==> config.mk <==
export PLATFORM = sky130hd
export DESIGN_NAME = clock_display_addr
export DESIGN_NICKNAME = d
export VERILOG_FILES = /design/src/hw/clock_display_pkg.sv /design/src/hw/clock_display_addr.sv /design/src/hw/digit_store.sv /design/src/hw/glyph_address.sv /design/src/hw/screen_field_decode.sv
export SDC_FILE = /design/constraint.sdc
export NUM_CORES = 1
export LEC_CHECK = 0
export BUFFER_PORTS_ARGS = -buffer_cell sky130_fd_sc_hd__buf_4
export CAP_MARGIN = 20
export CORE_MARGIN = 8
export CORE_UTILIZATION = 35
export CTS_CLUSTER_SIZE = 28
export DETAILED_ROUTE_END_ITERATION = 7
export GPL_TIMING_DRIVEN = 0
export HOLD_SLACK_MARGIN = 0.03
export PLACE_DENSITY = 0.51
export SETUP_SLACK_MARGIN = 0.2
export SKIP_LAST_GASP = 1
export SYNTH_ARGS = -nofsm -noshare
export SYNTH_HDL_FRONTEND = slang
export SYNTH_HIERARCHICAL = 1
export SYNTH_SLANG_ARGS = --single-unit
==> constraint.sdc <==
create_clock -name reloj -period 4.1 [get_ports reloj]
set_clock_uncertainty 0.1 [all_clocks]
set_input_delay 0.41 -clock reloj [delete_from_list [all_inputs] [get_ports reloj]]
set_output_delay 0.41 -clock reloj [all_outputs]
set_load 0.01 [all_outputs]
==> src/hw/clock_display_pkg.sv <==
`default_nettype none

package clock_display_pkg;

    localparam int SLOT_COUNT = 9;         // Slots 1 to 9, slot 0 is never stored
    localparam int BCD_W      = 4;
    localparam int PAIR_W     = 8;
    localparam int SLOT_W     = 4;
    localparam int COL_W      = 7;
    localparam int ROW_W      = 6;
    localparam int LINE_W     = 4;
    localparam int CHAR_W     = 8;
    localparam int ADDR_W     = CHAR_W + LINE_W;

    // Character rows that carry text
    localparam logic [ROW_W-1:0] ROW_TIME = 6'd12;
    localparam logic [ROW_W-1:0] ROW_DATE = 6'd15;

    localparam logic [CHAR_W-1:0] ASCII_ZERO = 8'h30;
    localparam logic [CHAR_W-1:0] CENTURY_HI = 8'h32;  // "2"
    localparam logic [CHAR_W-1:0] CENTURY_LO = 8'h30;  // "0"

    // Tens column of each field, every field is four columns wide
    localparam logic [COL_W-1:0] COL_TIME_HOUR  = 7'd8;
    localparam logic [COL_W-1:0] COL_TIME_MIN   = 7'd14;
    localparam logic [COL_W-1:0] COL_TIME_SEC   = 7'd20;
    localparam logic [COL_W-1:0] COL_CRONO_HOUR = 7'd66;
    localparam logic [COL_W-1:0] COL_CRONO_MIN  = 7'd72;
    localparam logic [COL_W-1:0] COL_CRONO_SEC  = 7'd78;
    localparam logic [COL_W-1:0] COL_DAY        = 7'd34;
    localparam logic [COL_W-1:0] COL_MONTH      = 7'd42;
    localparam logic [COL_W-1:0] COL_CENTURY    = 7'd48;
    localparam logic [COL_W-1:0] COL_YEAR       = 7'd52;

    typedef enum logic [1:0] {
        FIELD_BLANK,
        FIELD_DIGIT,
        FIELD_LITERAL
    } field_kind_e;

    // The kind decides which view of the word is valid
    typedef union packed {
        struct packed {
            logic [SLOT_W-1:0] slot;
            logic              tens;   // Set for the tens digit of the pair
            logic [2:0]        spare;
        } digit;
        logic [CHAR_W-1:0] code;
    } field_word_u;

endpackage

`default_nettype wire

==> src/hw/clock_display_addr.sv <==
`default_nettype none

module clock_display_addr (
    input  logic                                               reloj,
    input  logic                                               resetM,
    input  logic [clock_display_pkg::PAIR_W-1:0]               dir_dato,
    input  logic [clock_display_pkg::SLOT_W-1:0]               posicion,
    input  logic                                               rd,
    input  logic [clock_display_pkg::COL_W-1:0]                qh,
    input  logic [clock_display_pkg::ROW_W+clock_display_pkg::LINE_W-1:0] qv,
    output logic [clock_display_pkg::ADDR_W-1:0]               dir_mem
);

    import clock_display_pkg::*;

    field_kind_e       field_kind;
    field_word_u       field_word;
    logic [LINE_W-1:0] glyph_line;
    logic [SLOT_W-1:0] rd_slot;
    logic [PAIR_W-1:0] rd_pair;

    digit_store u_digit_store (
        .reloj    (reloj),
        .resetM   (resetM),
        .dir_dato (dir_dato),
        .posicion (posicion),
        .rd       (rd),
        .rd_slot  (rd_slot),
        .rd_pair  (rd_pair)
    );

    // First stage of the two cycle display path
    screen_field_decode u_screen_field_decode (
        .reloj      (reloj),
        .resetM     (resetM),
        .qh         (qh),
        .qv         (qv),
        .field_kind (field_kind),
        .field_word (field_word),
        .glyph_line (glyph_line)
    );

    glyph_address u_glyph_address (
        .reloj      (reloj),
        .resetM     (resetM),
        .field_kind (field_kind),
        .field_word (field_word),
        .glyph_line (glyph_line),
        .rd_slot    (rd_slot),
        .rd_pair    (rd_pair),
        .dir_mem    (dir_mem)
    );

endmodule

`default_nettype wire

==> src/hw/digit_store.sv <==
`default_nettype none

module digit_store (
    input  logic                                reloj,
    input  logic                                resetM,
    input  logic [clock_display_pkg::PAIR_W-1:0] dir_dato,
    input  logic [clock_display_pkg::SLOT_W-1:0] posicion,
    input  logic                                rd,
    input  logic [clock_display_pkg::SLOT_W-1:0] rd_slot,
    output logic [clock_display_pkg::PAIR_W-1:0] rd_pair
);

    import clock_display_pkg::*;

    logic [PAIR_W-1:0] slots [1:SLOT_COUNT];
    logic              wr_en;
    logic              rd_valid;

    // Strobe is active low, out of range slot numbers are ignored
    assign wr_en = !rd && (posicion >= SLOT_W'(1)) && (posicion <= SLOT_W'(SLOT_COUNT));

    always_ff @(posedge reloj) begin
        if (resetM) begin
            for (int i = 1; i <= SLOT_COUNT; i++) begin
                slots[i] <= '0;
            end
        end else if (wr_en) begin
            slots[posicion] <= dir_dato;
        end
    end

    assign rd_valid = (rd_slot >= SLOT_W'(1)) && (rd_slot <= SLOT_W'(SLOT_COUNT));

    always_comb begin
        if (rd_valid) begin
            rd_pair = slots[rd_slot];
        end else begin
            rd_pair = '0;                 // Slot 0 reads as an empty pair
        end
    end

endmodule

`default_nettype wire

==> src/hw/glyph_address.sv <==
`default_nettype none

module glyph_address (
    input  logic                                 reloj,
    input  logic                                 resetM,
    input  clock_display_pkg::field_kind_e       field_kind,
    input  clock_display_pkg::field_word_u       field_word,
    input  logic [clock_display_pkg::LINE_W-1:0] glyph_line,
    output logic [clock_display_pkg::SLOT_W-1:0] rd_slot,
    input  logic [clock_display_pkg::PAIR_W-1:0] rd_pair,
    output logic [clock_display_pkg::ADDR_W-1:0] dir_mem
);

    import clock_display_pkg::*;

    logic [BCD_W-1:0]  nibble;
    logic [CHAR_W-1:0] digit_char;
    logic [CHAR_W-1:0] char_code;
    logic              shown;

    // Only a digit field addresses the store, everything else reads slot 0
    assign rd_slot = (field_kind == FIELD_DIGIT) ? field_word.digit.slot : '0;

    assign nibble = field_word.digit.tens ? rd_pair[PAIR_W-1 -: BCD_W] : rd_pair[BCD_W-1:0];

    always_comb begin
        if (nibble <= BCD_W'(9)) begin
            digit_char = ASCII_ZERO + CHAR_W'(nibble);
        end else begin
            digit_char = '0;              // Not a decimal digit
        end
    end

    always_comb begin
        case (field_kind)
            FIELD_DIGIT: begin
                char_code = digit_char;
                shown     = 1'b1;
            end
            FIELD_LITERAL: begin
                char_code = field_word.code;
                shown     = 1'b1;
            end
            default: begin
                char_code = '0;
                shown     = 1'b0;
            end
        endcase
    end

    always_ff @(posedge reloj) begin
        if (resetM) begin
            dir_mem <= '0;
        end else if (shown) begin
            dir_mem <= {char_code, glyph_line};
        end else begin
            dir_mem <= '0;                // Blank cells address the empty glyph
        end
    end

endmodule

`default_nettype wire

==> src/hw/screen_field_decode.sv <==
`default_nettype none

module screen_field_decode (
    input  logic                                               reloj,
    input  logic                                               resetM,
    input  logic [clock_display_pkg::COL_W-1:0]                qh,
    input  logic [clock_display_pkg::ROW_W+clock_display_pkg::LINE_W-1:0] qv,
    output clock_display_pkg::field_kind_e                     field_kind,
    output clock_display_pkg::field_word_u                     field_word,
    output logic [clock_display_pkg::LINE_W-1:0]               glyph_line
);

    import clock_display_pkg::*;

    logic [COL_W-1:0]  col_q;
    logic [ROW_W-1:0]  row_q;
    logic [LINE_W-1:0] line_q;

    logic [SLOT_W-1:0] hit_slot;
    logic [COL_W-1:0]  hit_col;

    function automatic logic covers(input logic [COL_W-1:0] col,
                                    input logic [COL_W-1:0] start);
        return (col >= start) && (col < start + COL_W'(4));
    endfunction

    // Row 0 decodes as blank, so the reset position shows nothing
    always_ff @(posedge reloj) begin
        if (resetM) begin
            col_q  <= '0;
            row_q  <= '0;
            line_q <= '0;
        end else begin
            col_q  <= qh;
            row_q  <= qv[LINE_W +: ROW_W];
            line_q <= qv[LINE_W-1:0];
        end
    end

    // Pick the digit field under the column, slot 0 means none
    always_comb begin
        hit_slot = '0;
        hit_col  = '0;
        if (row_q == ROW_TIME) begin
            if (covers(col_q, COL_TIME_HOUR)) begin
                hit_slot = SLOT_W'(1);
                hit_col  = COL_TIME_HOUR;
            end else if (covers(col_q, COL_TIME_MIN)) begin
                hit_slot = SLOT_W'(2);
                hit_col  = COL_TIME_MIN;
            end else if (covers(col_q, COL_TIME_SEC)) begin
                hit_slot = SLOT_W'(3);
                hit_col  = COL_TIME_SEC;
            end else if (covers(col_q, COL_CRONO_HOUR)) begin
                hit_slot = SLOT_W'(4);
                hit_col  = COL_CRONO_HOUR;
            end else if (covers(col_q, COL_CRONO_MIN)) begin
                hit_slot = SLOT_W'(5);
                hit_col  = COL_CRONO_MIN;
            end else if (covers(col_q, COL_CRONO_SEC)) begin
                hit_slot = SLOT_W'(6);
                hit_col  = COL_CRONO_SEC;
            end
        end else if (row_q == ROW_DATE) begin
            if (covers(col_q, COL_DAY)) begin
                hit_slot = SLOT_W'(7);
                hit_col  = COL_DAY;
            end else if (covers(col_q, COL_MONTH)) begin
                hit_slot = SLOT_W'(8);
                hit_col  = COL_MONTH;
            end else if (covers(col_q, COL_YEAR)) begin
                hit_slot = SLOT_W'(9);
                hit_col  = COL_YEAR;
            end
        end
    end

    always_comb begin
        field_kind = FIELD_BLANK;
        field_word = '0;
        if (hit_slot != '0) begin
            field_kind             = FIELD_DIGIT;
            field_word.digit.slot  = hit_slot;
            field_word.digit.tens  = col_q < hit_col + COL_W'(2);
            field_word.digit.spare = '0;
        end else if (row_q == ROW_DATE && covers(col_q, COL_CENTURY)) begin
            field_kind = FIELD_LITERAL;
            // First half of the field is the "2", second half the "0"
            if (col_q < COL_CENTURY + COL_W'(2)) begin
                field_word.code = CENTURY_HI;
            end else begin
                field_word.code = CENTURY_LO;
            end
        end
    end

    assign glyph_line = line_q;

endmodule

`default_nettype wire

[After elaboration in Yosys (flattened, before gate mapping)]
Memories as Yosys holds them, arrays and structs flattened.
Cells that the tools add are included.
Cells by class
  add/subtract/negate cells: 2
  $lt $le $gt $ge: 27
  equal/unequal tests: 4
  muxes and demuxes: 41
  bitwise operators: 1
  reduce and logical (&&, ||, !) cells: 19
Operator list (count)
  7-bit 2-to-1 mux: 10
  4-bit 2-to-1 mux: 13
  8-bit 2-to-1 mux: 5
  7-bit by 6-bit < comparator with 1-bit output, second input constant: 5
  7-bit by 6-bit >= comparator with 1-bit output, second input constant: 4
  7-bit >= comparator, second input constant: 3
  7-bit < comparator, second input constant: 3
  8-bit one-hot mux with 2 select lines: 1
  7-bit by 4-bit >= comparator with 1-bit output, second input constant: 2
  1-bit logical AND: 14
  7-bit by 5-bit < comparator with 1-bit output, second input constant: 2
  6-bit by 4-bit == test with 1-bit output, second input constant: 2
  4-bit <= comparator, second input constant: 3
  4-bit by 1-bit >= comparator with 1-bit output, second input constant: 2
  8-bit OR reduction: 1
  6-bit by 4-bit adder with 7-bit output, first input constant: 1
  7-bit by 2-bit adder with 7-bit output, second input constant: 1
  7-bit by 5-bit >= comparator with 1-bit output, second input constant: 1
  7-bit by 4-bit < comparator with 1-bit output, second input constant: 1
  7-bit < comparator: 1
  1-bit 2-to-1 mux: 7
  2-bit 2-to-1 mux: 3
  6-bit 2-to-1 mux: 1
  4-bit nonzero test: 1
  other kinds (6): 7
Word-level totals
  register bits after elaboration: 29
  memory bits (writable): 72
  input port bits: 32
  output and inout bits: 12
  memories kept: 1
Memory list
  u_digit_store.slots: depth 9, bits a word 8, rd ports 1, clocked after memory_dff 0, write ports 9, RTL line digit_store.sv:15  | logic [PAIR_W-1:0] slots [1:SLOT_COUNT];

[Depth between registers and ports, before layout]
Gate-level depths: netlist (run 1).
  word-level depth: 20
  mapped depth: 17

[By module]
Netlist (run 1), hierarchy kept.
Modules (own cells, without submodules)
  digit_store: times used 1, cells an instance 259, area each 3704.8 um2, sequential area each 2342.2 um2
  screen_field_decode: times used 1, cells an instance 123, area each 997.2 um2, sequential area each 320.3 um2
  glyph_address: times used 1, cells an instance 49, area each 521.8 um2, sequential area each 240.2 um2

[Least setup slack after synthesis (run 1)]
No wires, ideal clock.
  kind: register to register
  start point: register u_screen_field_decode.col_q[6]
  end point: register u_glyph_address/dir_mem[6] in the netlist's numbering
  arrival time: 3210 ps
  data required time: 3930 ps
  setup slack: 719 ps
  stages on the path, launching flop included: 16
  buffers on the path: 2
  clock period less this slack: 3381 ps
  path through: dfxtp_1 buf_4 inv_1 or3_1 o221ai_1 a22o_1 ha_1 and2_1 buf_6 mux4_1 mux2_2 o21ai_0 nand3_1 o211ai_1 o311ai_4 o2bb2ai_1
Between the ends
  cells in the longest elaborated chain, start to end: 20
  elaborated cells between the ends (all ways): 77
  those cells by class: add/sub (2); order compare (24); eq/ne (2); mux (32); bitwise (1); reduce/logical (15); memory (1)
Ends and longest elaborated chain
  from (decl): RTL line screen_field_decode.sv:15  | logic [COL_W-1:0] col_q;
  from (signal assigned): RTL line screen_field_decode.sv:34  | col_q <= qh;
  7-bit >= comparator or 7-bit < comparator (tied branches): RTL line screen_field_decode.sv:24  | return (col >= start) && (col < start + COL_W'(4));
  1-bit logical AND: RTL line screen_field_decode.sv:24
  3-bit 2-to-1 mux: RTL line screen_field_decode.sv:60  | end else if (covers(col_q, COL_CRONO_SEC)) begin
  4-bit 2-to-1 mux: RTL line screen_field_decode.sv:57  | end else if (covers(col_q, COL_CRONO_MIN)) begin
  4-bit 2-to-1 mux: RTL line screen_field_decode.sv:54  | end else if (covers(col_q, COL_CRONO_HOUR)) begin
  4-bit 2-to-1 mux: RTL line screen_field_decode.sv:51  | end else if (covers(col_q, COL_TIME_SEC)) begin
  4-bit 2-to-1 mux: RTL line screen_field_decode.sv:48  | end else if (covers(col_q, COL_TIME_MIN)) begin
  4-bit 2-to-1 mux: RTL line screen_field_decode.sv:45  | if (covers(col_q, COL_TIME_HOUR)) begin
  [... 3 more ...]
  named net field_kind[0]: RTL line clock_display_addr.sv:16  | field_kind_e field_kind;
  [... 2 more ...]
  named net rd_slot[1]: RTL line clock_display_addr.sv:19  | logic [SLOT_W-1:0] rd_slot;
  4-bit by 1-bit >= comparator with 1-bit output or 4-bit <= comparator (tied branches): RTL line digit_store.sv:32  | assign rd_valid = (rd_slot >= SLOT_W'(1)) && (rd_slot <= SLOT_W'(SLOT_COUNT));
  1-bit logical AND: RTL line digit_store.sv:32
  8-bit 2-to-1 mux (*): RTL line digit_store.sv:35  | if (rd_valid) begin
  named net rd_pair[5]: RTL line clock_display_addr.sv:20  | logic [PAIR_W-1:0] rd_pair;
  4-bit 2-to-1 mux (*): RTL line glyph_address.sv:24  | assign nibble = field_word.digit.tens ? rd_pair[PAIR_W-1 -: BCD_W] : rd_pair[BCD_W-1:0];
  6-bit by 4-bit adder with 7-bit output or 4-bit <= comparator (tied branches): RTL line glyph_address.sv:28, glyph_address.sv:27
  8-bit 2-to-1 mux (*): RTL line glyph_address.sv:27  | if (nibble <= BCD_W'(9)) begin
  8-bit one-hot mux with 2 select lines (*): RTL line glyph_address.sv:35  | case (field_kind)
  to (signal assigned): RTL line glyph_address.sv:55  | dir_mem <= {char_code, glyph_line};
  to (decl): RTL line glyph_address.sv:11  | output logic [clock_display_pkg::ADDR_W-1:0] dir_mem
The timed path passes the listed nets; every way through them passes the cells marked *.
A chain may end at the register's enable or synchronous reset.

[Final worst setup path (run 1)]
  start point: register u_screen_field_decode.col_q[6]
  end point: register u_glyph_address/dir_mem[5] in the netlist's numbering
The elaborated chain is that of the path after synthesis.

==> metrics.md, run 1 <==
| Metric | Value |
|---|---|
| Outcome | `completed` |
| Row cnt | `44` |
| Crit path max fanout | `8` |
| Worst-Margin Slew | `0.7302 ns` |
| Via count | `3,433` |
| Hold slack | `approximately 0.17 ns` |
| # setup viols final | `0` |
| Synth top area share | `0.4484` |
| Peak supply drop | `around 0.21 mV` |
| Worst hold path type | `in2reg` |
| Placed cell areas | `5792 um^2` |
| First-pass GRT wire length | `a little under 20 mm` |
| Max-slew violation count | `0` |
| Fin crit share | `0.8998` |
| Area delta synth->final | `17.89%` |
| Hold Path Cell Cnt | `2` |
| DRT antenna net count | `0` |
| Number of distinct library cells after synthesis | `55` |
| Cts bufs inserted | `9` |
| Remaining Overflow, GRT | `0` |
| Routed WL per cell | `between 15 and 20 um` |
| N_diodes | `0` |
| Post-route cell area | `between 6000 and 7000 um^2` |
| # DRC | `0` |
| Die extent in y | `approximately 140 um` |
| Die ar. | `about 19,000 um^2` |
| Leakage | `around 2.3 nW` |
| Design Power | `between 2 and 2.5 mW` |
| Area contributors post-synth | `edfxtp_1 45%, dfxtp_1 11%, and2_1 9.8%` |
| RSZ-0062 raised after global routing | `yes` |
| Top cells by count, synth | `82 x and2_1, 78 x edfxtp_1, 28 x dfxtp_1, 23 x nor2_1, 21 x nor2b_1` |
| Met3 Track Usage GR | `0.03699` |
| Crit Path Class | `reg2reg` |
| Final hold viol count | `0` |
| Vias per cell | `roughly 5` |
| Fin nets | `approximately 530` |
| Core box area | `around 15,000 um^2` |
| FF+latch count, synth | `between 100 and 150` |
| Initial core utilization | `0.3594` |
| CTS Buffer Depth | `2` |
| Non-filler cells, final | `approximately 680` |
| Reg2reg setup slack | `approximately 0.41 ns` |
| Final HPWL from detailed placement | `just under 9 mm` |
| Share of layout cells above drive strength 1 | `0.2169` |
| Count of input and output buffers | `42` |
| Synth Cell Area | `5224 um^2` |
| Die width | `between 100 and 150 um` |
| Rel. slew slack | `0.5114` |
| Top-count cell post-synth | `and2_1` |
| GRT busiest layer | `met2` |
| Post-Syn Area per Cell | `~12 um^2` |
| DP Cell Count | `roughly 660` |
| Hold-fix buffers, CTS | `0` |
| GR Util met1 | `0.1569` |
| Reg clk slew, reported paths | `0.07 ns` |
| H-tree levels | `3` |
| Bufs and invs on worst path | `3` |
| Number of DRC markers in iteration 0 | `302` |
| Post-synthesis cell count | `431` |
| DP Worst Slack | `-0.002427 ns` |
| Top FF cell, synth | `edfxtp_1` |
| Pin count of the biggest net entering global routing | `19` |
| Root Driver | `clkbuf_16` |
| Critical Path RT | `about 4.3 ns` |
| Setup crit end kind | `register` |
| Sequential-to-total area share from yosys stat | `0.5557` |
| Number of synthesized flops with an enable pin | `a little under 80` |
| Maximum clock frequency | `between 200 and 300 MHz` |
| Dominant cell type by area after synthesis | `edfxtp_1` |
| CTS tree | `yes` |
| # IOs | `between 40 and 50` |
| Max_cap viols | `0` |
| Sink Count | `~110` |
| Slowest stage cell, crit path | `mux4_1` |
| 1st-pass router iterations | `5` |
| Clk_lat worst skew | `between 0.3 and 0.4 ns` |
| Vias in the first global route | `3,550` |
| Yosys Warn Count | `6` |
| CP Launch Type | `register` |
| Slowest cell delay on critical path | `0.55 ns` |
| Final Critical Period | `between 3 and 4 ns` |
| Final GP Congestion | `slightly below 0.9` |
| Final worst slack | `between 0.4 and 0.5 ns` |
| Routed wire length | `between 10 and 15 mm` |
| Critical path arrival | `just under 4 ns` |
| Power Density | `364.6 nW/um^2` |
| Crit path max-delay family | `compound AO/OA/AOI/OAI gates` |
| GR Util All Layers | `0.1279` |
| Met2 global-route usage | `0.2087` |
| Critical Path Stages | `15` |
| R2R cell count | `15` |
| Crit-path cells | `buf_4 > inv_1 > or3_1 > o221ai_2 > a22o_1 > ha_4 > and2_1 > buf_6 > mux4_1 > mux2_2 > o21ai_0 > nand3_1 > o211ai_1 > o311ai_4 > o2bb2ai_1` |
| Initial antenna violation count | `0` |
| Async S/R FF share, synth | `0` |
==> path summary, 6_finish.rpt <==
kind,startpoint,end
max,u_screen_field_decode/col_q[6]$_SDFF_PP0_,u_glyph_address/dir_mem[5]$_SDFF_PP0_
max reg2reg,u_screen_field_decode/col_q[6]$_SDFF_PP0_,u_glyph_address/dir_mem[5]$_SDFF_PP0_
min reg2reg,u_screen_field_decode/glyph_line[0]$_SDFF_PP0_,u_glyph_address/dir_mem[0]$_SDFF_PP0_
min,qh[6],u_screen_field_decode/col_q[6]$_SDFF_PP0_
==> routing by layer <==
layer / up-vias / routed length (um)
li1: 1672 / -
met1: 1662 / 5501
met2: 72 / 5915
met3: 27 / 529
met4: 0 / 259
met5: - / 0
==> cells by family after synthesis <==
logic type / count (synthesis) / share of synthesized area
adder cells (fa/ha/maj): 8 / 0.01916
buffers and inverters: 29 / 0.02827
multiplexers: 30 / 0.09317
AND/OR/NAND/NOR: 207 / 0.2347
AO/OA/AOI/OAI: 47 / 0.06419
XOR/XNOR: 2 / 0.003354
other: 2 / 0.001438
flip-flops: 106 / 0.5557
==> through the flow <==
step	util	TNS, ns
final	0.4237	0
after global routing	0.4237	0
after CTS	0.4206	0
after detailed placement	0.3985	-0.004780
after global placement	0.3985	-0.06538
after floorplan	-	0
==> area by class of cell <==
type,count,area [um^2]
buffer,19,115.1
fill,1386,8376
clock inverter,7,75.07
clock buffer,9,225.2
sequential,106,2904
tap,184,230.2
inverter,10,37.54
multi-input combinational,302,2233
timing repair buffer,45,337.8
==> state kept, by name, indices dropped and copies added (netlist names) <==
| name | flops |
|---|---|
| u_screen_field_decode/row_q | 6 |
| u_digit_store/slots | 78 |
| u_screen_field_decode/col_q | 6 |
| u_glyph_address/dir_mem | 12 |
| u_screen_field_decode/glyph_line | 4 |
==> cell usage in the layout, fill, tap and decap left out, types with 3 or more instances in the layout <==
master	netlist	final
nor2b_1	21	21
o21ai_0	10	10
clkbuf_16	0	9
nand4_1	5	5
nor3_2	2	4
o2bb2ai_1	3	3
mux4_2	4	5
nand2_1	17	17
mux2_2	5	5
or2_2	9	9
dfxtp_1	28	27
edfxtp_1	78	78
and3_1	3	3
mux4_1	8	7
buf_2	4	4
nand3b_1	4	4
or3_1	3	3
conb_1	2	8
clkbuf_1	5	4
nand2b_1	8	8
nor2_2	3	3
nor2_1	23	23
buf_4	7	53
and2_1	82	82
nand3_1	13	13
a21oi_1	8	8
o21ai_1	3	3
inv_1	10	10
ha_1	8	7
mux2i_1	13	13
==> timing repair <==
item	in CTS	in global routing
gates cloned	0	0
setup buffers	1	2
resized for setup	3	11
setup endpoints to repair	6	6
pin swaps	2	7
==> where the power goes <==
part / switching, mW / internal, mW / leakage, nW / total (mW)
Sequential: 0.0181 / 1.20 / 0.976 / 1.22
Clock: 0.399 / 0.479 / 0.146 / 0.878
Combinational: 0.0804 / 0.0656 / 1.14 / 0.146
No activity file was read; power rests on OpenSTA's default activity.
==> run 2: changes to the inputs <==
--- a/config.mk
+++ b/config.mk
@@ -18,5 +18,4 @@
 export SKIP_LAST_GASP = 1
 export SYNTH_ARGS = -nofsm -noshare
 export SYNTH_HDL_FRONTEND = slang
-export SYNTH_HIERARCHICAL = 1
 export SYNTH_SLANG_ARGS = --single-unit
==> run 2 against run 1 <==
Area after synthesis up 17%. Sequential cell count up 21. Total power up 40%. Non-clock buffer count up 12. Die area up 15%. Global-route usage up 1.5 points. Wire length up 23%. Sequential power up 22%. Clock power up 67%. Fmax down 5.7%. First-iteration DRC count down 42%. Largest cell class unchanged.
==> metrics.md, run 2 <==
| Metric | Value |
|---|---|
| Outcome | `completed` |
| Max-slew violation count | `0` |
| Row cnt | `48` |
| CP Launch Type | `register` |
| Reg clk slew, reported paths | `about 0.050 ns` |
| Vias in the first global route | `~4,200` |
| Hold-fix buffers, CTS | `0` |
| Vias per cell | `slightly below 5` |
| Worst R2R End | `u_glyph_address.dir_mem[4]$_SDFF_PP0_` |
| Post-synthesis cell count | `467` |
| Slowest cell delay on critical path | `around 0.57 ns` |
| Setup TNS | `0 ns` |
| Share of layout cells above drive strength 1 | `0.2723` |
| Slowest stage cell, crit path | `or4b_4` |
| Fin nets | `about 610` |
| First-pass GRT wire length | `about 23 mm` |
| Worst hold endpoint | `u_screen_field_decode.row_q[2]$_SDFF_PP0_` |
| Power Density | `411.7 nW/um^2` |
| Largest regs | `u_digit_store.slots x100, u_glyph_address.dir_mem x11` |
| Core box area | `approximately 17,000 um^2` |
| Root Driver | `clkbuf_16` |
| Synth top area share | `0.4910` |
| Max_cap viols | `0` |
| Number of synthesized flops with an enable pin | `100` |
| Count of input and output buffers | `42` |
| Fin crit share | `0.9540` |
| DRT antenna net count | `0` |
| Number of DRC markers in iteration 0 | `175` |
| Number of distinct library cells after synthesis | `73` |
| # IOs | `44` |
| Leakage | `approximately 2.8 nW` |
| Top cells by count, synth | `100 x edfxtp_1, 82 x and2_1, 32 x nand2_1, 27 x dfxtp_1, 19 x nor2b_1` |
| Die width | `between 100 and 150 um` |
| Synth Cell Area | `6116 um^2` |
| Async S/R FF share, synth | `0` |
| Via count | `slightly above 4,000` |
| # setup viols final | `0` |
| R2R cell count | `17` |
| Sequential-to-total area share from yosys stat | `0.5794` |
| Hold path startpoint | `qv[6]` |
| Cts bufs inserted | `17` |
| Final hold viol count | `0` |
| CTS Buffer Depth | `2` |
| Area delta synth->final | `25.16%` |
| Clk_lat worst skew | `approximately 0.42 ns` |
| CTS tree | `yes` |
| Reg with most FFs | `u_digit_store.slots` |
| GR Util All Layers | `0.1430` |
| Initial antenna violation count | `0` |
| Maximum clock frequency | `between 200 and 300 MHz` |
| Most frequent cells in the layout | `100 x edfxtp_1, 82 x and2_1, 57 x buf_4, 31 x nand2_1, 30 x conb_1` |
| Remaining Overflow, GRT | `0` |
| Worst r2r src | `u_screen_field_decode.col_q[3]$_SDFF_PP0_` |
| FF+latch count, synth | `127` |
| Critical path arrival | `around 4.1 ns` |
| Max reg flops | `100` |
| Peak supply drop | `0.2608 mV` |
| Worst hold path type | `in2reg` |
| RSZ-0062 raised after global routing | `yes` |
| Yosys Warn Count | `0` |
| Post-Syn Area per Cell | `between 10 and 15 um^2` |
| Crit path max fanout | `7` |
| Design Power | `around 3.2 mW` |
| Critical Path RT | `4.30 ns` |
| Rel. slew slack | `0.2711` |
| Fillcell total | `~1,600` |
| Routed WL per cell | `18.54 um` |
| Pin count of the biggest net entering global routing | `17` |
| Top FF cell, synth | `edfxtp_1` |
| Hold Path Cell Cnt | `2` |
| Top-count cell post-synth | `edfxtp_1` |
| Final GP Congestion | `roughly 0.81` |
| Routed wire length | `about 15 mm` |
| Final Critical Period | `a little under 4 ns` |
| Final HPWL from detailed placement | `10.45 mm` |
| H-tree levels | `4` |
| Initial core utilization | `0.3561` |
| Leading cell type in the layout, fill and taps excluded | `edfxtp_1` |
| Area contributors post-synth | `edfxtp_1 49%, dfxtp_1 8.8%, and2_1 8.4%` |
| Dominant cell type by area after synthesis | `edfxtp_1` |
| Reg2reg setup slack | `0.19 ns` |
| Setup crit end kind | `register` |
| # DRC | `0` |
| Worst-Margin Slew | `1.085 ns` |
| Sink Count | `~130` |
| Die extent in y | `148.2 um` |
| Crit Path Class | `reg2reg` |
| N_diodes | `0` |
| Die ar. | `approximately 22,000 um^2` |
| 1st-pass router iterations | `4` |
| Crit-path cells | `buf_6 > or4b_4 > a311oi_4 > a31oi_2 > inv_1 > ha_2 > xnor2_1 > ha_1 > a21o_1 > a221o_1 > nor3_4 > buf_12 > a2111oi_4 > or3_1 > mux2i_1 > o21ai_1 > and3_1` |
## run 2: cell type report
class | instances | area [um^2] | share of cell area
clock inverters | 12 | 137.6 | 0.01798
well taps | 225 | 281.5 | 0.03678
plain buffers | 20 | 148.9 | 0.01945
inverters | 5 | 18.77 | 0.002452
repair buffers | 56 | 436.7 | 0.05704
flip-flops and latches | 127 | 3548 | 0.4635
clock buffers | 20 | 436.7 | 0.05704
multi-input cells | 344 | 2646 | 0.3457
## run 2: worst max-delay path: cells and delay by family (launching register included)
family | cells | cell delay (ns)
mux | 1 | 0.14
compound gates | 6 | 1.06
flops | 1 | 0.32
xor+xnor | 1 | 0.07
fa+ha+maj | 2 | 0.47
simple gates | 4 | 1.29
buf+inv | 3 | 0.34
## run 2: power breakdown
| part | internal (mW) | switching, mW |
|---|---|---|
| logic | 0.0864 | 0.108 |
| registers | 1.46 | 0.0248 |
| clock network | 0.898 | 0.570 |
| total | 2.45 | 0.703 |
## run 2: logic make-up after synthesis
logic type	after synthesis	synth area share
simple gates	216	0.2169
flops	127	0.5794
compound gates	68	0.09513
buf+inv	25	0.02475
mux	20	0.06526
fa+ha+maj	6	0.01227
xor+xnor	4	0.005729
other cells	1	0.0006132
## run 2: repair_timing
item | 4_1_cts | 5_1_grt
pin swaps | 7 | 7
setup endpoints to repair | 5 | 5
endpoints found under the hold margin | 0 | 0
gates resized for setup | 7 | 27
setup buffers | 13 | 1
## run 2: stage by stage
| stage | hold slack (ns) | utilization | cell area [um^2] | std cells | worst slack, ns |
|---|---|---|---|---|---|
| 2_1_floorplan | 0.3057 | - | 6225 | 496 | 0.2399 |
| 3_3_place_gp | 0.3101 | 0.3971 | 6822 | 763 | -0.3799 |
| 3_5_place_dp | 0.3145 | 0.3971 | 6822 | 763 | -0.4716 |
| 4_1_cts | 0.08668 | 0.4385 | 7532 | 808 | 0.07326 |
| 5_1_grt | 0.08765 | 0.4457 | 7655 | 809 | -0.02115 |
| 6_report | 0.1052 | 0.4457 | 7655 | 809 | 0.1886 |
## run 2: worst max-delay path by stage
stage	slack, ns	from	end	cells after the start
after floorplan	0.24	u_screen_field_decode.col_q[1]$_SDFF_PP0_	u_glyph_address.dir_mem[9]$_SDFF_PP0_	16
after global placement	-0.38	u_screen_field_decode.col_q[6]$_SDFF_PP0_	u_glyph_address.dir_mem[9]$_SDFF_PP0_	14
after detailed placement	-0.47	u_screen_field_decode.col_q[6]$_SDFF_PP0_	u_glyph_address.dir_mem[4]$_SDFF_PP0_	14
after CTS	0.07	u_screen_field_decode.col_q[2]$_SDFF_PP0_	u_glyph_address.dir_mem[4]$_SDFF_PP0_	16
after global routing	-0.02	u_screen_field_decode.col_q[3]$_SDFF_PP0_	u_glyph_address.dir_mem[4]$_SDFF_PP0_	17
final	0.19	u_screen_field_decode.col_q[3]$_SDFF_PP0_	u_glyph_address.dir_mem[4]$_SDFF_PP0_	17
## run 2: metal layers
metal / share of wire / global-route usage / routed length [um]
met2: 0.48 / 0.2322 / 7210
met4: 0.023 / 0.06017 / 348
met5: 0 / 0 / 0
met3: 0.046 / 0.04436 / 696
met1: 0.45 / 0.1728 / 6747
==> run 3: changes to the inputs <==
--- a/config.mk
+++ b/config.mk
@@ -7,6 +7,7 @@
 export LEC_CHECK = 0
 export BUFFER_PORTS_ARGS = -buffer_cell sky130_fd_sc_hd__buf_4
 export CAP_MARGIN = 20
+export CORE_ASPECT_RATIO = 1.1
 export CORE_MARGIN = 8
 export CORE_UTILIZATION = 35
 export CTS_CLUSTER_SIZE = 28
==> run 3 against run 2 <==
Final area is 1.0% higher. Total power is 4.6% higher. Combinational power hardly changed. Largest power group is now the clock network. Register-to-register slack hardly changed. Worst setup slack worse by 0.0095 ns. Non-clock buffer count is 3 higher. Sequential power hardly changed. Global-route usage is 0.058 points higher. Wire length is 0.13% lower. First-iteration DRC count is 66% higher.
==> metrics.md, run 3 (same netlist as run 2, synthesis figures left out) <==
| Metric | Value |
|---|---|
| Crit Path Class | `reg2reg` |
| H-tree levels | `4` |
| Reg2reg setup slack | `0.18 ns` |
| Via count | `just over 4,000` |
| Critical path origin | `u_screen_field_decode.row_q[4]$_SDFF_PP0_` |
| CTS Buffer Depth | `2` |
| # setup viols final | `0` |
| Maximum clock frequency | `255.0 MHz` |
| Leading cell type in the layout, fill and taps excluded | `edfxtp_1` |
| Worst R2R End | `u_glyph_address.dir_mem[9]$_SDFF_PP0_` |
| First-pass GRT wire length | `~24 mm` |
| Cts bufs inserted | `17` |
| Largest regs | `u_digit_store.slots x100, u_glyph_address.dir_mem x11` |
| 1st-pass router iterations | `4` |
| Core box area | `around 17,000 um^2` |
| Placed cell areas | `between 6000 and 7000 um^2` |
| GR Util All Layers | `0.1436` |
| Vias per cell | `roughly 5` |
| Sink Count | `about 130` |
| Power Density | `426.3 nW/um^2` |
| Design Power | `around 3.3 mW` |
| Reg with most FFs | `u_digit_store.slots` |
| Most frequent cells in the layout | `100 x edfxtp_1, 81 x and2_1, 57 x buf_4, 32 x nand2_1, 30 x conb_1` |
| Share of layout cells above drive strength 1 | `0.2709` |
| Clk_lat worst skew | `approximately 0.42 ns` |
| Crit-path cells | `nand4bb_1 > buf_2 > or4b_4 > o311ai_4 > ha_2 > xnor2_2 > ha_1 > a21o_1 > a221o_1 > nor3_4 > buf_6 > a2111oi_2 > or3_1 > mux2i_1 > o21ai_2 > and2_1` |
| Fin crit share | `0.9563` |
| Final hold viol count | `0` |
| Area delta synth->final | `26.43%` |
| Setup crit end kind | `register` |
| Critical Path RT | `4.31 ns` |
| Critical path arrival | `just over 4 ns` |
| Max-slew violation count | `0` |
| Peak supply drop | `roughly 0.29 mV` |
| Slowest stage cell, crit path | `or4b_4` |
| RSZ-0062 raised after global routing | `yes` |
| Final worst slack | `0.1791 ns` |
| Fillcell total | `~1,600` |
| Hold-fix buffers, CTS | `0` |
| Reg clk slew, reported paths | `~0.05 ns` |
| # IOs | `44` |
| Die width | `roughly 140 um` |
| Max_cap viols | `0` |
| Rel. slew slack | `0.3471` |
| DP Cell Count | `around 770` |
| Number of DRC markers in iteration 0 | `roughly 290` |
| R2R cell count | `16` |
| DRT antenna net count | `0` |
| Die extent in y | `approximately 150 um` |
| Die ar. | `approximately 22,000 um^2` |
| Worst hold path type | `in2reg` |
| Sequential standard cell area | `roughly 3500 um^2` |
| Critical path endpoint | `u_glyph_address.dir_mem[9]$_SDFF_PP0_` |
| Slowest cell delay on critical path | `0.60 ns` |
| CP Launch Type | `register` |
| Row cnt | `50` |
| Post-route cell area | `about 7700 um^2` |
| Final GP Congestion | `0.8099` |
| Vias in the first global route | `around 4,300` |
| Outcome | `completed` |
| Max reg flops | `100` |
| Worst-Margin Slew | `0.9719 ns` |
| Hold slack | `approximately 0.11 ns` |
| Worst r2r src | `u_screen_field_decode.row_q[4]$_SDFF_PP0_` |
| Count of input and output buffers | `42` |
| Root Driver | `clkbuf_16` |
| DP Worst Slack | `-0.4430 ns` |
| Remaining Overflow, GRT | `0` |
| Initial antenna violation count | `0` |
| Setup TNS | `0 ns` |
| # DRC | `0` |
| CTS tree | `yes` |
| Pin count of the biggest net entering global routing | `17` |
| Routed WL per cell | `between 15 and 20 um` |
| Multi-input gate area | `2635 um^2` |
| Layout Utilization | `0.4527` |
| Initial core utilization | `0.3581` |
| Non-filler cells, final | `821` |
| Fin nets | `612` |
| Routed wire length | `between 10 and 15 mm` |
| Leakage | `a little under 3 nW` |
| Final HPWL from detailed placement | `approximately 10 mm` |
| N_diodes | `0` |
| Crit path max fanout | `10` |
| Final Critical Period | `roughly 3.9 ns` |
-- run 3: cell count changes in the layout (fill, tap and decap cells not counted), sizes merged --
cell / delta
bufinv: +3
buf: +2
clkbuf: +1
inv: -2
clkinv: +3
clkinvlp: -4
-- run 3: final cells by class --
cell class | instances | share of cell area
flip-flops and latches | 127 | 0.4589
multi-input cells | 344 | 0.3408
clock inverters | 12 | 0.02476
repair buffers | 59 | 0.06036
plain buffers | 20 | 0.01845
inverters | 5 | 0.002427
clock buffers | 20 | 0.05647
well taps | 234 | 0.03786
-- run 3: worst min-delay path by stage --
| stage | endpoint | depth (start not counted) | slack, ns | from |
|---|---|---|---|---|
| after floorplan | u_glyph_address.dir_mem[0]$_SDFF_PP0_ | 1 | 0.31 | u_screen_field_decode.glyph_line[0]$_SDFF_PP0_ |
| after global routing | u_screen_field_decode.row_q[0]$_SDFF_PP0_ | 2 | 0.09 | qv[4] |
| after global placement | u_glyph_address.dir_mem[1]$_SDFF_PP0_ | 1 | 0.31 | u_screen_field_decode.glyph_line[1]$_SDFF_PP0_ |
| after CTS | u_screen_field_decode.row_q[1]$_SDFF_PP0_ | 2 | 0.09 | qv[5] |
| final | u_screen_field_decode.glyph_line[0]$_SDFF_PP0_ | 2 | 0.11 | qv[0] |
| after detailed placement | u_glyph_address.dir_mem[3]$_SDFF_PP0_ | 1 | 0.31 | u_screen_field_decode.glyph_line[3]$_SDFF_PP0_ |
-- run 3: what timing repair did --
action,in CTS,in global routing
setup buffers,14,2
gates resized for setup,14,17
setup endpoints to repair,5,5
pin swaps,13,10
hold endpoints to repair,0,0
-- run 3: critical path: cells and delay by family, from the launching register on --
kind,cells,cell delay [ns]
AO/OA/AOI/OAI,5,0.78
buffers and inverters,2,0.35
flip-flops,1,0.30
multiplexers,1,0.17
AND/OR/NAND/NOR,5,1.48
XOR/XNOR,1,0.10
adder cells (fa/ha/maj),2,0.51
-- run 3: where the power goes --
group / internal, mW / switching [mW]
clock: 1.07 / 0.539
sequential: 1.46 / 0.0237
combinational: 0.0877 / 0.109
-- run 3: metal layers --
layer / global-route usage / vias to the layer above / routed length [um]
met5: 0 / - / 0
met2: 0.2409 / 109 / 7553
met3: 0.04126 / 22 / 858
li1: - / 1940 / -
met4: 0.05684 / 0 / 302
met1: 0.1694 / 2017 / 6267
